### src/cpu_pkg.sv
package cpu_pkg;

    // word and register bank sizes
    localparam int WORD_W     = 32;
    localparam int REG_ADDR_W = 4;
    localparam int NUM_REGS   = 16;

    // major opcodes, 011 and 110 fall through as no-ops
    localparam logic [2:0] OP_ALU    = 3'b000;
    localparam logic [2:0] OP_LDST   = 3'b001;
    localparam logic [2:0] OP_BRANCH = 3'b010;
    localparam logic [2:0] OP_MOVE   = 3'b100;
    localparam logic [2:0] OP_CTRL   = 3'b101;
    localparam logic [2:0] OP_HALT   = 3'b111;

    // alu operations, taken from funct[2:0]
    localparam logic [2:0] ALU_ADD = 3'd0;
    localparam logic [2:0] ALU_SUB = 3'd1;
    localparam logic [2:0] ALU_AND = 3'd2;
    localparam logic [2:0] ALU_OR  = 3'd3;
    localparam logic [2:0] ALU_XOR = 3'd4;
    localparam logic [2:0] ALU_NOR = 3'd5;
    localparam logic [2:0] ALU_SLA = 3'd6;
    localparam logic [2:0] ALU_SRA = 3'd7;

    // branch conditions on rs
    localparam logic [1:0] COND_ALWAYS = 2'b00;
    localparam logic [1:0] COND_NEG    = 2'b01;
    localparam logic [1:0] COND_POS    = 2'b10;
    localparam logic [1:0] COND_ZERO   = 2'b11;

    // one instruction word, two decodings
    typedef union packed {
        // alu, load/store and move
        struct packed {
            logic [2:0]            opcode;
            logic [REG_ADDR_W-1:0] rs;
            logic [REG_ADDR_W-1:0] rt;
            // top nibble doubles as rd
            logic [15:0]           imm16;
            // bit 4 immediate form, bits 2..0 alu op, bit 0 store
            logic [4:0]            funct;
        } r;
        // branches and program control
        struct packed {
            logic [2:0]            opcode;
            // rs[3] is the pause flag of program control
            logic [REG_ADDR_W-1:0] rs;
            logic [22:0]           imm23;
            logic [1:0]            funct2;
        } b;
    } instr_t;

endpackage

### src/alu.sv
module alu (
    input  logic [cpu_pkg::WORD_W-1:0] a,
    input  logic [cpu_pkg::WORD_W-1:0] b,
    input  logic [2:0]                 op,
    output logic [cpu_pkg::WORD_W-1:0] y
);
    import cpu_pkg::*;

    // shift amount from the low bits of b only
    logic [4:0] shamt;

    assign shamt = b[4:0];

    always_comb
    begin
        case (op)
            ALU_ADD: y = a + b;
            ALU_SUB: y = a - b;
            ALU_AND: y = a & b;
            ALU_OR:  y = a | b;
            ALU_XOR: y = a ^ b;
            ALU_NOR: y = ~(a | b);
            ALU_SLA: y = a << shamt;
            ALU_SRA: y = $signed(a) >>> shamt;
            default: y = a + b;
        endcase
    end

endmodule

### src/cpu_core.sv
module cpu_core #(
    parameter int ADDR_W = 10
) (
    input  logic                           clk,
    input  logic                           rst,
    input  logic                           halt_button,
    input  logic [cpu_pkg::WORD_W-1:0]     imem_data,
    input  logic [cpu_pkg::WORD_W-1:0]     dmem_rdata,
    output logic [ADDR_W-1:0]              imem_addr,
    output logic [ADDR_W-1:0]              dmem_addr,
    output logic [cpu_pkg::WORD_W-1:0]     dmem_wdata,
    output logic                           dmem_we,
    output logic                           rf_we,
    output logic [cpu_pkg::REG_ADDR_W-1:0] rf_waddr,
    output logic [cpu_pkg::WORD_W-1:0]     rf_wdata,
    output logic                           halted
);
    import cpu_pkg::*;

    logic                  fetch_en;
    logic                  decode_en;
    logic                  execute_en;
    logic                  memory_en;
    logic                  writeback_en;
    logic                  branch_taken;
    instr_t                ir;
    logic [REG_ADDR_W-1:0] raddr_a;
    logic [REG_ADDR_W-1:0] raddr_b;
    logic [WORD_W-1:0]     rdata_a;
    logic [WORD_W-1:0]     rdata_b;

    cycle_control u_cycle_control (
        .clk          (clk),
        .rst          (rst),
        .halt_button  (halt_button),
        .ir           (ir),
        .fetch_en     (fetch_en),
        .decode_en    (decode_en),
        .execute_en   (execute_en),
        .memory_en    (memory_en),
        .writeback_en (writeback_en),
        .halted       (halted)
    );

    instr_fetch #(
        .ADDR_W (ADDR_W)
    ) u_instr_fetch (
        .clk          (clk),
        .rst          (rst),
        .fetch_en     (fetch_en),
        .memory_en    (memory_en),
        .branch_taken (branch_taken),
        .imem_data    (imem_data),
        .imem_addr    (imem_addr),
        .ir           (ir)
    );

    // writeback bus is shared with the top-level ports
    register_file u_register_file (
        .clk     (clk),
        .rst     (rst),
        .raddr_a (raddr_a),
        .raddr_b (raddr_b),
        .we      (rf_we),
        .waddr   (rf_waddr),
        .wdata   (rf_wdata),
        .rdata_a (rdata_a),
        .rdata_b (rdata_b)
    );

    execute_unit #(
        .ADDR_W (ADDR_W)
    ) u_execute_unit (
        .clk          (clk),
        .rst          (rst),
        .ir           (ir),
        .decode_en    (decode_en),
        .execute_en   (execute_en),
        .memory_en    (memory_en),
        .writeback_en (writeback_en),
        .rdata_a      (rdata_a),
        .rdata_b      (rdata_b),
        .dmem_rdata   (dmem_rdata),
        .raddr_a      (raddr_a),
        .raddr_b      (raddr_b),
        .rf_we        (rf_we),
        .rf_waddr     (rf_waddr),
        .rf_wdata     (rf_wdata),
        .dmem_addr    (dmem_addr),
        .dmem_wdata   (dmem_wdata),
        .dmem_we      (dmem_we),
        .branch_taken (branch_taken)
    );

endmodule

### src/cycle_control.sv
module cycle_control (
    input  logic            clk,
    input  logic            rst,
    input  logic            halt_button,
    input  cpu_pkg::instr_t ir,
    output logic            fetch_en,
    output logic            decode_en,
    output logic            execute_en,
    output logic            memory_en,
    output logic            writeback_en,
    output logic            halted
);
    import cpu_pkg::*;

    localparam logic [2:0] S_FETCH     = 3'd0;
    localparam logic [2:0] S_DECODE    = 3'd1;
    localparam logic [2:0] S_EXECUTE   = 3'd2;
    localparam logic [2:0] S_MEMORY    = 3'd3;
    localparam logic [2:0] S_WRITEBACK = 3'd4;
    localparam logic [2:0] S_HALT      = 3'd5;

    logic [2:0] state;
    logic       is_halt;
    logic       is_pause;

    assign is_halt  = (ir.r.opcode == OP_HALT);
    // pause flag sits in rs[3] of program control
    assign is_pause = (ir.b.opcode == OP_CTRL) && ir.b.rs[3] && halt_button;

    always_ff @(posedge clk)
    begin
        if (rst)
        begin
            state <= S_FETCH;
        end
        else
        begin
            case (state)
                S_FETCH:     state <= S_DECODE;
                S_DECODE:
                begin
                    if (is_halt)
                    begin
                        state <= S_HALT;
                    end
                    else if (!is_pause)
                    begin
                        state <= S_EXECUTE;
                    end
                end
                S_EXECUTE:   state <= S_MEMORY;
                S_MEMORY:    state <= S_WRITEBACK;
                S_WRITEBACK: state <= S_FETCH;
                // terminal until reset
                S_HALT:      state <= S_HALT;
                default:     state <= S_FETCH;
            endcase
        end
    end

    assign fetch_en     = (state == S_FETCH);
    assign decode_en    = (state == S_DECODE);
    assign execute_en   = (state == S_EXECUTE);
    assign memory_en    = (state == S_MEMORY);
    assign writeback_en = (state == S_WRITEBACK);
    assign halted       = (state == S_HALT);

    a_one_phase: assert property (
        @(posedge clk) disable iff (rst)
        $onehot({fetch_en, decode_en, execute_en, memory_en, writeback_en, halted})
    );

endmodule

### src/execute_unit.sv
module execute_unit #(
    parameter int ADDR_W = 10
) (
    input  logic                           clk,
    input  logic                           rst,
    input  cpu_pkg::instr_t                ir,
    input  logic                           decode_en,
    input  logic                           execute_en,
    input  logic                           memory_en,
    input  logic                           writeback_en,
    input  logic [cpu_pkg::WORD_W-1:0]     rdata_a,
    input  logic [cpu_pkg::WORD_W-1:0]     rdata_b,
    input  logic [cpu_pkg::WORD_W-1:0]     dmem_rdata,
    output logic [cpu_pkg::REG_ADDR_W-1:0] raddr_a,
    output logic [cpu_pkg::REG_ADDR_W-1:0] raddr_b,
    output logic                           rf_we,
    output logic [cpu_pkg::REG_ADDR_W-1:0] rf_waddr,
    output logic [cpu_pkg::WORD_W-1:0]     rf_wdata,
    output logic [ADDR_W-1:0]              dmem_addr,
    output logic [cpu_pkg::WORD_W-1:0]     dmem_wdata,
    output logic                           dmem_we,
    output logic                           branch_taken
);
    import cpu_pkg::*;

    logic [WORD_W-1:0] opnd_a;
    logic [WORD_W-1:0] opnd_b;
    logic [WORD_W-1:0] alu_out;
    logic [WORD_W-1:0] lmd;
    logic [WORD_W-1:0] imm_ext;
    logic [WORD_W-1:0] alu_b;
    logic [WORD_W-1:0] alu_y;
    logic [2:0]        alu_op;
    logic              is_alu;
    logic              is_imm;
    logic              is_load;
    logic              is_store;
    logic              is_move;
    logic              is_branch;
    logic              cond_met;

    assign is_alu    = (ir.r.opcode == OP_ALU);
    assign is_imm    = is_alu && ir.r.funct[4];
    assign is_load   = (ir.r.opcode == OP_LDST) && !ir.r.funct[0];
    assign is_store  = (ir.r.opcode == OP_LDST) && ir.r.funct[0];
    assign is_move   = (ir.r.opcode == OP_MOVE);
    assign is_branch = (ir.b.opcode == OP_BRANCH);

    assign raddr_a = ir.r.rs;
    assign raddr_b = ir.r.rt;

    assign imm_ext = {{(WORD_W-16){ir.r.imm16[15]}}, ir.r.imm16};

    // second operand: immediate for loads, stores and imm form, zero for move
    always_comb
    begin
        if (is_imm || is_load || is_store)
        begin
            alu_b = imm_ext;
        end
        else if (is_move)
        begin
            alu_b = '0;
        end
        else
        begin
            alu_b = opnd_b;
        end
    end

    assign alu_op = is_alu ? ir.r.funct[2:0] : ALU_ADD;

    alu u_alu (
        .a  (opnd_a),
        .b  (alu_b),
        .op (alu_op),
        .y  (alu_y)
    );

    always_comb
    begin
        case (ir.b.funct2)
            COND_ALWAYS: cond_met = 1'b1;
            COND_NEG:    cond_met = opnd_a[WORD_W-1];
            COND_POS:    cond_met = !opnd_a[WORD_W-1] && (opnd_a != '0);
            COND_ZERO:   cond_met = (opnd_a == '0);
            default:     cond_met = 1'b0;
        endcase
    end

    always_ff @(posedge clk)
    begin
        if (decode_en)
        begin
            opnd_a <= rdata_a;
            opnd_b <= rdata_b;
        end
        if (execute_en)
        begin
            alu_out <= alu_y;
        end
        if (memory_en)
        begin
            lmd <= dmem_rdata;
        end
    end

    // held until the next execute phase so fetch sees it in memory
    always_ff @(posedge clk)
    begin
        if (rst)
        begin
            branch_taken <= 1'b0;
        end
        else if (execute_en)
        begin
            branch_taken <= is_branch && cond_met;
        end
    end

    // address and store data settle in execute
    assign dmem_addr  = alu_out[ADDR_W-1:0];
    assign dmem_wdata = opnd_b;
    assign dmem_we    = memory_en && is_store;

    // register form writes rd, everything else writes rt
    assign rf_we    = writeback_en && (is_alu || is_load || is_move);
    assign rf_waddr = (is_alu && !is_imm) ? ir.r.imm16[15:12] : ir.r.rt;
    assign rf_wdata = is_load ? lmd : alu_out;

    a_no_dual_write: assert property (
        @(posedge clk) disable iff (rst) !(dmem_we && rf_we)
    );

endmodule

### src/instr_fetch.sv
module instr_fetch #(
    parameter int ADDR_W = 10
) (
    input  logic                       clk,
    input  logic                       rst,
    input  logic                       fetch_en,
    input  logic                       memory_en,
    input  logic                       branch_taken,
    input  logic [cpu_pkg::WORD_W-1:0] imem_data,
    output logic [ADDR_W-1:0]          imem_addr,
    output cpu_pkg::instr_t            ir
);
    import cpu_pkg::*;

    logic [ADDR_W-1:0] pc;
    logic [WORD_W-1:0] branch_off;
    logic [WORD_W-1:0] branch_target;

    assign imem_addr = pc;

    // target is relative to the pc of the branch itself
    assign branch_off    = {{(WORD_W-23){ir.b.imm23[22]}}, ir.b.imm23};
    assign branch_target = {{(WORD_W-ADDR_W){1'b0}}, pc} + branch_off;

    always_ff @(posedge clk)
    begin
        if (rst)
        begin
            pc <= '0;
        end
        else if (memory_en)
        begin
            if (branch_taken)
            begin
                pc <= branch_target[ADDR_W-1:0];
            end
            else
            begin
                pc <= pc + 1'b1;
            end
        end
    end

    // instruction memory is word addressed and reads combinationally
    always_ff @(posedge clk)
    begin
        if (fetch_en)
        begin
            ir <= imem_data;
        end
    end

endmodule

### src/register_file.sv
module register_file (
    input  logic                           clk,
    input  logic                           rst,
    input  logic [cpu_pkg::REG_ADDR_W-1:0] raddr_a,
    input  logic [cpu_pkg::REG_ADDR_W-1:0] raddr_b,
    input  logic                           we,
    input  logic [cpu_pkg::REG_ADDR_W-1:0] waddr,
    input  logic [cpu_pkg::WORD_W-1:0]     wdata,
    output logic [cpu_pkg::WORD_W-1:0]     rdata_a,
    output logic [cpu_pkg::WORD_W-1:0]     rdata_b
);
    import cpu_pkg::*;

    logic [WORD_W-1:0] regs [NUM_REGS];

    // both read ports are asynchronous
    assign rdata_a = regs[raddr_a];
    assign rdata_b = regs[raddr_b];

    always_ff @(posedge clk)
    begin
        if (rst)
        begin
            for (int i = 0; i < NUM_REGS; i++)
            begin
                regs[i] <= '0;
            end
        end
        else if (we)
        begin
            regs[waddr] <= wdata;
        end
    end

    // the write index comes from a decoded field of the latched word
    a_waddr_known: assert property (
        @(posedge clk) disable iff (rst) we |-> !$isunknown(waddr)
    );

endmodule
### config.mk
export PLATFORM = sky130hd
export DESIGN_NAME = cpu_core
export DESIGN_NICKNAME = d
export VERILOG_FILES = /design/src/cpu_pkg.sv /design/src/alu.sv /design/src/cpu_core.sv /design/src/cycle_control.sv /design/src/execute_unit.sv /design/src/instr_fetch.sv /design/src/register_file.sv
export SDC_FILE = /design/constraint.sdc
export NUM_CORES = 1
export LEC_CHECK = 0
export BUFFER_PORTS_ARGS = -buffer_cell sky130_fd_sc_hd__buf_2
export CAP_MARGIN = 20
export CORE_MARGIN = 5
export CORE_UTILIZATION = 30
export DETAILED_ROUTE_END_ITERATION = 16
export MAX_ROUTING_LAYER = met4
export PLACE_DENSITY = 0.49
export SLEW_MARGIN = 20
export SYNTH_ARGS = -nofsm -noshare
export SYNTH_HDL_FRONTEND = slang
export SYNTH_SLANG_ARGS = --single-unit
### constraint.sdc
create_clock -name clk -period 6.5 [get_ports clk]
set_clock_uncertainty 0.1 [all_clocks]
set_input_delay 0.325 -clock clk [delete_from_list [all_inputs] [get_ports clk]]
set_output_delay 0.325 -clock clk [all_outputs]
set_load 0.01 [all_outputs]
==> run metrics <==
Post-Syn Area 39990 um^2; via count 28830; Yosys top cell area share 0.5046; Syn-to-layout area delta 16.27%; Max Freq 171.3 MHz; Pleak 17.36 nW; Placer Congestion 0.9631; Mapped Avg Cell Area 12.69 um^2; CTS tree built; ranking of synthesized cells by area edfxtp_1 (50%), mux4_2 (18%), nor2_1 (6.2%), mux2i_1 (4.5%), ha_1 (3.2%); post-CTS setup buffer count 0; ys async rst share 0; Starting Density 0.3008; most common cell after layout, fill and taps aside edfxtp_1; final-report max-slew violation count 0; reg-to-reg slack, setup 0.66 ns; post-synth top area cell edfxtp_1; H-tree lvl count 3; R2R cell count 21; Hold Vio Cnt, Final 0; number of nets still failing antenna checks after routing 0; initial antenna violation count 10; Critical R2R Capture u_execute_unit.alu_out[29]$_DFFE_PP_; dpl ws 0.7652 ns; # DRC 0; core area 133000 um^2; Mapped Nets 3323; starting DRC count in detailed routing 3297; GRT Overall Usage 0.2242; Unique masters post-synth 80; Hold EP u_instr_fetch.imem_addr[3]$_SDFFE_PP0N_; Vias per Instance 5.582; Final min period 5.838 ns; post-cts resize count 0; post-DP HPWL 102900 um; I/O Pins 158; Reg clk slew, reported paths 0.06 ns; Relative slew margins 0.2324; fin crit share 0.8981; CTS Sinks 686; Overflow after GRT 0; Clk Latency, worst-skew pair 0.69 ns; largest net degree at the start of global routing 129; layout cells sized above 1 0.2452; Hold Buf Count CTS 64; vias in the first global route 28710; final setup vio count 0; Peak VDD IR 0.0002036 V; status complete, no violations; Port Buffers 157; Post-Syn Instances 3151; Worst setup SP type register; post-route setup TNS 0 ns; CP Capture Type register; CTS root buf clkbuf_16; nets 3500; Die Width 375.1 um; #FFs+latches synth 686; wirelength, routed 156900 um; hold_sp rst; critical path arrival 6.19 ns; Yosys warning count 0; drt first pass iters 6; Die Y 375.1 um; FP Rows 134; max-cap violation count 0; sequential-to-total area share from yosys stat 0.5117; critical-path maximum fanout 17; Final WS setup 0.6623 ns; worst-margin pin slew 1.146 ns; WL/cell 30.39 um; number of synthesized flops with an enable pin 672; die footprint 140700 um^2; Num CTS Buffers 83; WS Path Type reg2reg; Main synth FF type edfxtp_1; WHS Path Cells 3; Max clock buf depth 3; worst r2r src u_instr_fetch.ir[29]$_DFFE_PP_; Critical Path RT 6.85 ns; first-pass GRT wire length 220500 um; most frequent cells in the layout edfxtp_1 (672), nor2_1 (656), mux4_2 (326); RSZ-0062 raised after global routing no; min-delay worst type in2reg; Power per Cell Area 336.9 nW/um^2
==> flip-flops by register name, indices dropped and copies added (netlist names) <==
register / count
u_cycle_control.state: 3
u_execute_unit.alu_out: 32
u_execute_unit.branch_taken: 1
u_execute_unit.dmem_wdata: 32
u_execute_unit.lmd: 32
u_execute_unit.opnd_a: 32
u_instr_fetch.imem_addr: 10
u_instr_fetch.ir: 32
u_register_file.regs: 512
==> metrics by stage <==
stage,utilization,power [mW],cell area (um^2),hold WS (ns),std cells
detailed placement,0.3247,10.96,43170,0.4036,4947
finish,0.3497,15.67,46490,0.08983,5165
global route,0.3496,16.27,46490,0.1062,5163
global placement,0.3247,10.99,43170,0.4034,4947
floorplan,-,8.907,39990,0.3239,3151
CTS,0.3496,15.70,46480,0.04415,5161
==> report_power, final <==
part | total (mW) | switching, mW | internal, mW
combinational | 5.34 | 3.34 | 2.00
clock | 4.66 | 1.98 | 2.69
sequential | 5.66 | 0.407 | 5.25
total | 15.7 | 5.73 | 9.94
==> cell type report <==
class,count,area [um^2]
clock buffer,103,2152
timing repair buffer,352,2435
clock inverter,47,519.2
sequential,686,20460
fill,12870,86460
multi-input combinational,2083,18250
inverter,122,457.9
antenna,4,10.01
tap,1768,2212
==> worst max-delay path, cell delays in order (launching register included) <==
cell      delay, ns
edfxtp_1       0.57
a21o_1         0.44
nand2_1        0.18
o21a_4         0.16
inv_2          0.05
or4_4          0.54
nor4_4         0.34
nand4_2        0.25
or2_2          0.38
o21ai_0        0.24
xnor2_1        0.10
ha_1           0.41
nand2_1        0.07
o21ai_0        0.28
nor4_1         0.11
o41a_1         0.41
o31ai_1        0.10
buf_4          0.21
nand2b_1       0.06
a21boi_0       0.21
mux2i_1        0.10
a211o_1        0.29
==> Yosys cell counts, types with 17 or more instances <==
master / count
o21ai_0: 94
nor2_1: 658
mux2i_1: 181
mux4_2: 326
xnor2_1: 49
ha_1: 103
buf_1: 35
a22oi_1: 17
nand2b_1: 25
nand3_1: 34
nand2_1: 141
a211oi_1: 17
inv_1: 118
nor4_1: 17
edfxtp_1: 672
clkbuf_1: 195
a21oi_1: 113
a221oi_1: 25
a31oi_1: 17
nor3_1: 40
==> worst max path at each step <==
stage                                                   to  cells past startpoint  slack, ns                                   from
global placement      u_execute_unit.alu_out[29]$_DFFE_PP_                     21       0.81         u_instr_fetch.ir[29]$_DFFE_PP_
finish                u_execute_unit.alu_out[29]$_DFFE_PP_                     21       0.66         u_instr_fetch.ir[29]$_DFFE_PP_
CTS                   u_execute_unit.alu_out[29]$_DFFE_PP_                     21       0.77         u_instr_fetch.ir[29]$_DFFE_PP_
detailed placement    u_execute_unit.alu_out[29]$_DFFE_PP_                     21       0.77         u_instr_fetch.ir[29]$_DFFE_PP_
global route          u_execute_unit.alu_out[29]$_DFFE_PP_                     20       0.39         u_instr_fetch.ir[29]$_DFFE_PP_
floorplan           u_execute_unit.dmem_wdata[0]$_DFFE_PN_                      2       0.94  u_cycle_control.state[1]$_SDFFE_PP0P_
==> cells by family (layout without fill, tap and decap cells) <==
family          count (synthesis)  in the layout  share of synthesized area
compound gates                425            425                    0.07097
xor+xnor                       65             65                    0.01424
fa+ha+maj                     105            105                    0.03323
buf+inv                       382            624                    0.03786
flops                         686            686                     0.5117
mux                           511            511                     0.2300
other cells                     0              4                          0
simple gates                  977            977                     0.1020
==> per-layer routing <==
layer / GRT usage / up-vias / wire length, um
met3: 0.03401 / 222 / 11060
met5: - / - / 0
met2: 0.3591 / 1263 / 75340
met4: 0.05890 / 0 / 3922
li1: - / 12340 / -
met1: 0.2999 / 15010 / 66620
No activity file was read; power rests on OpenSTA's default activity.
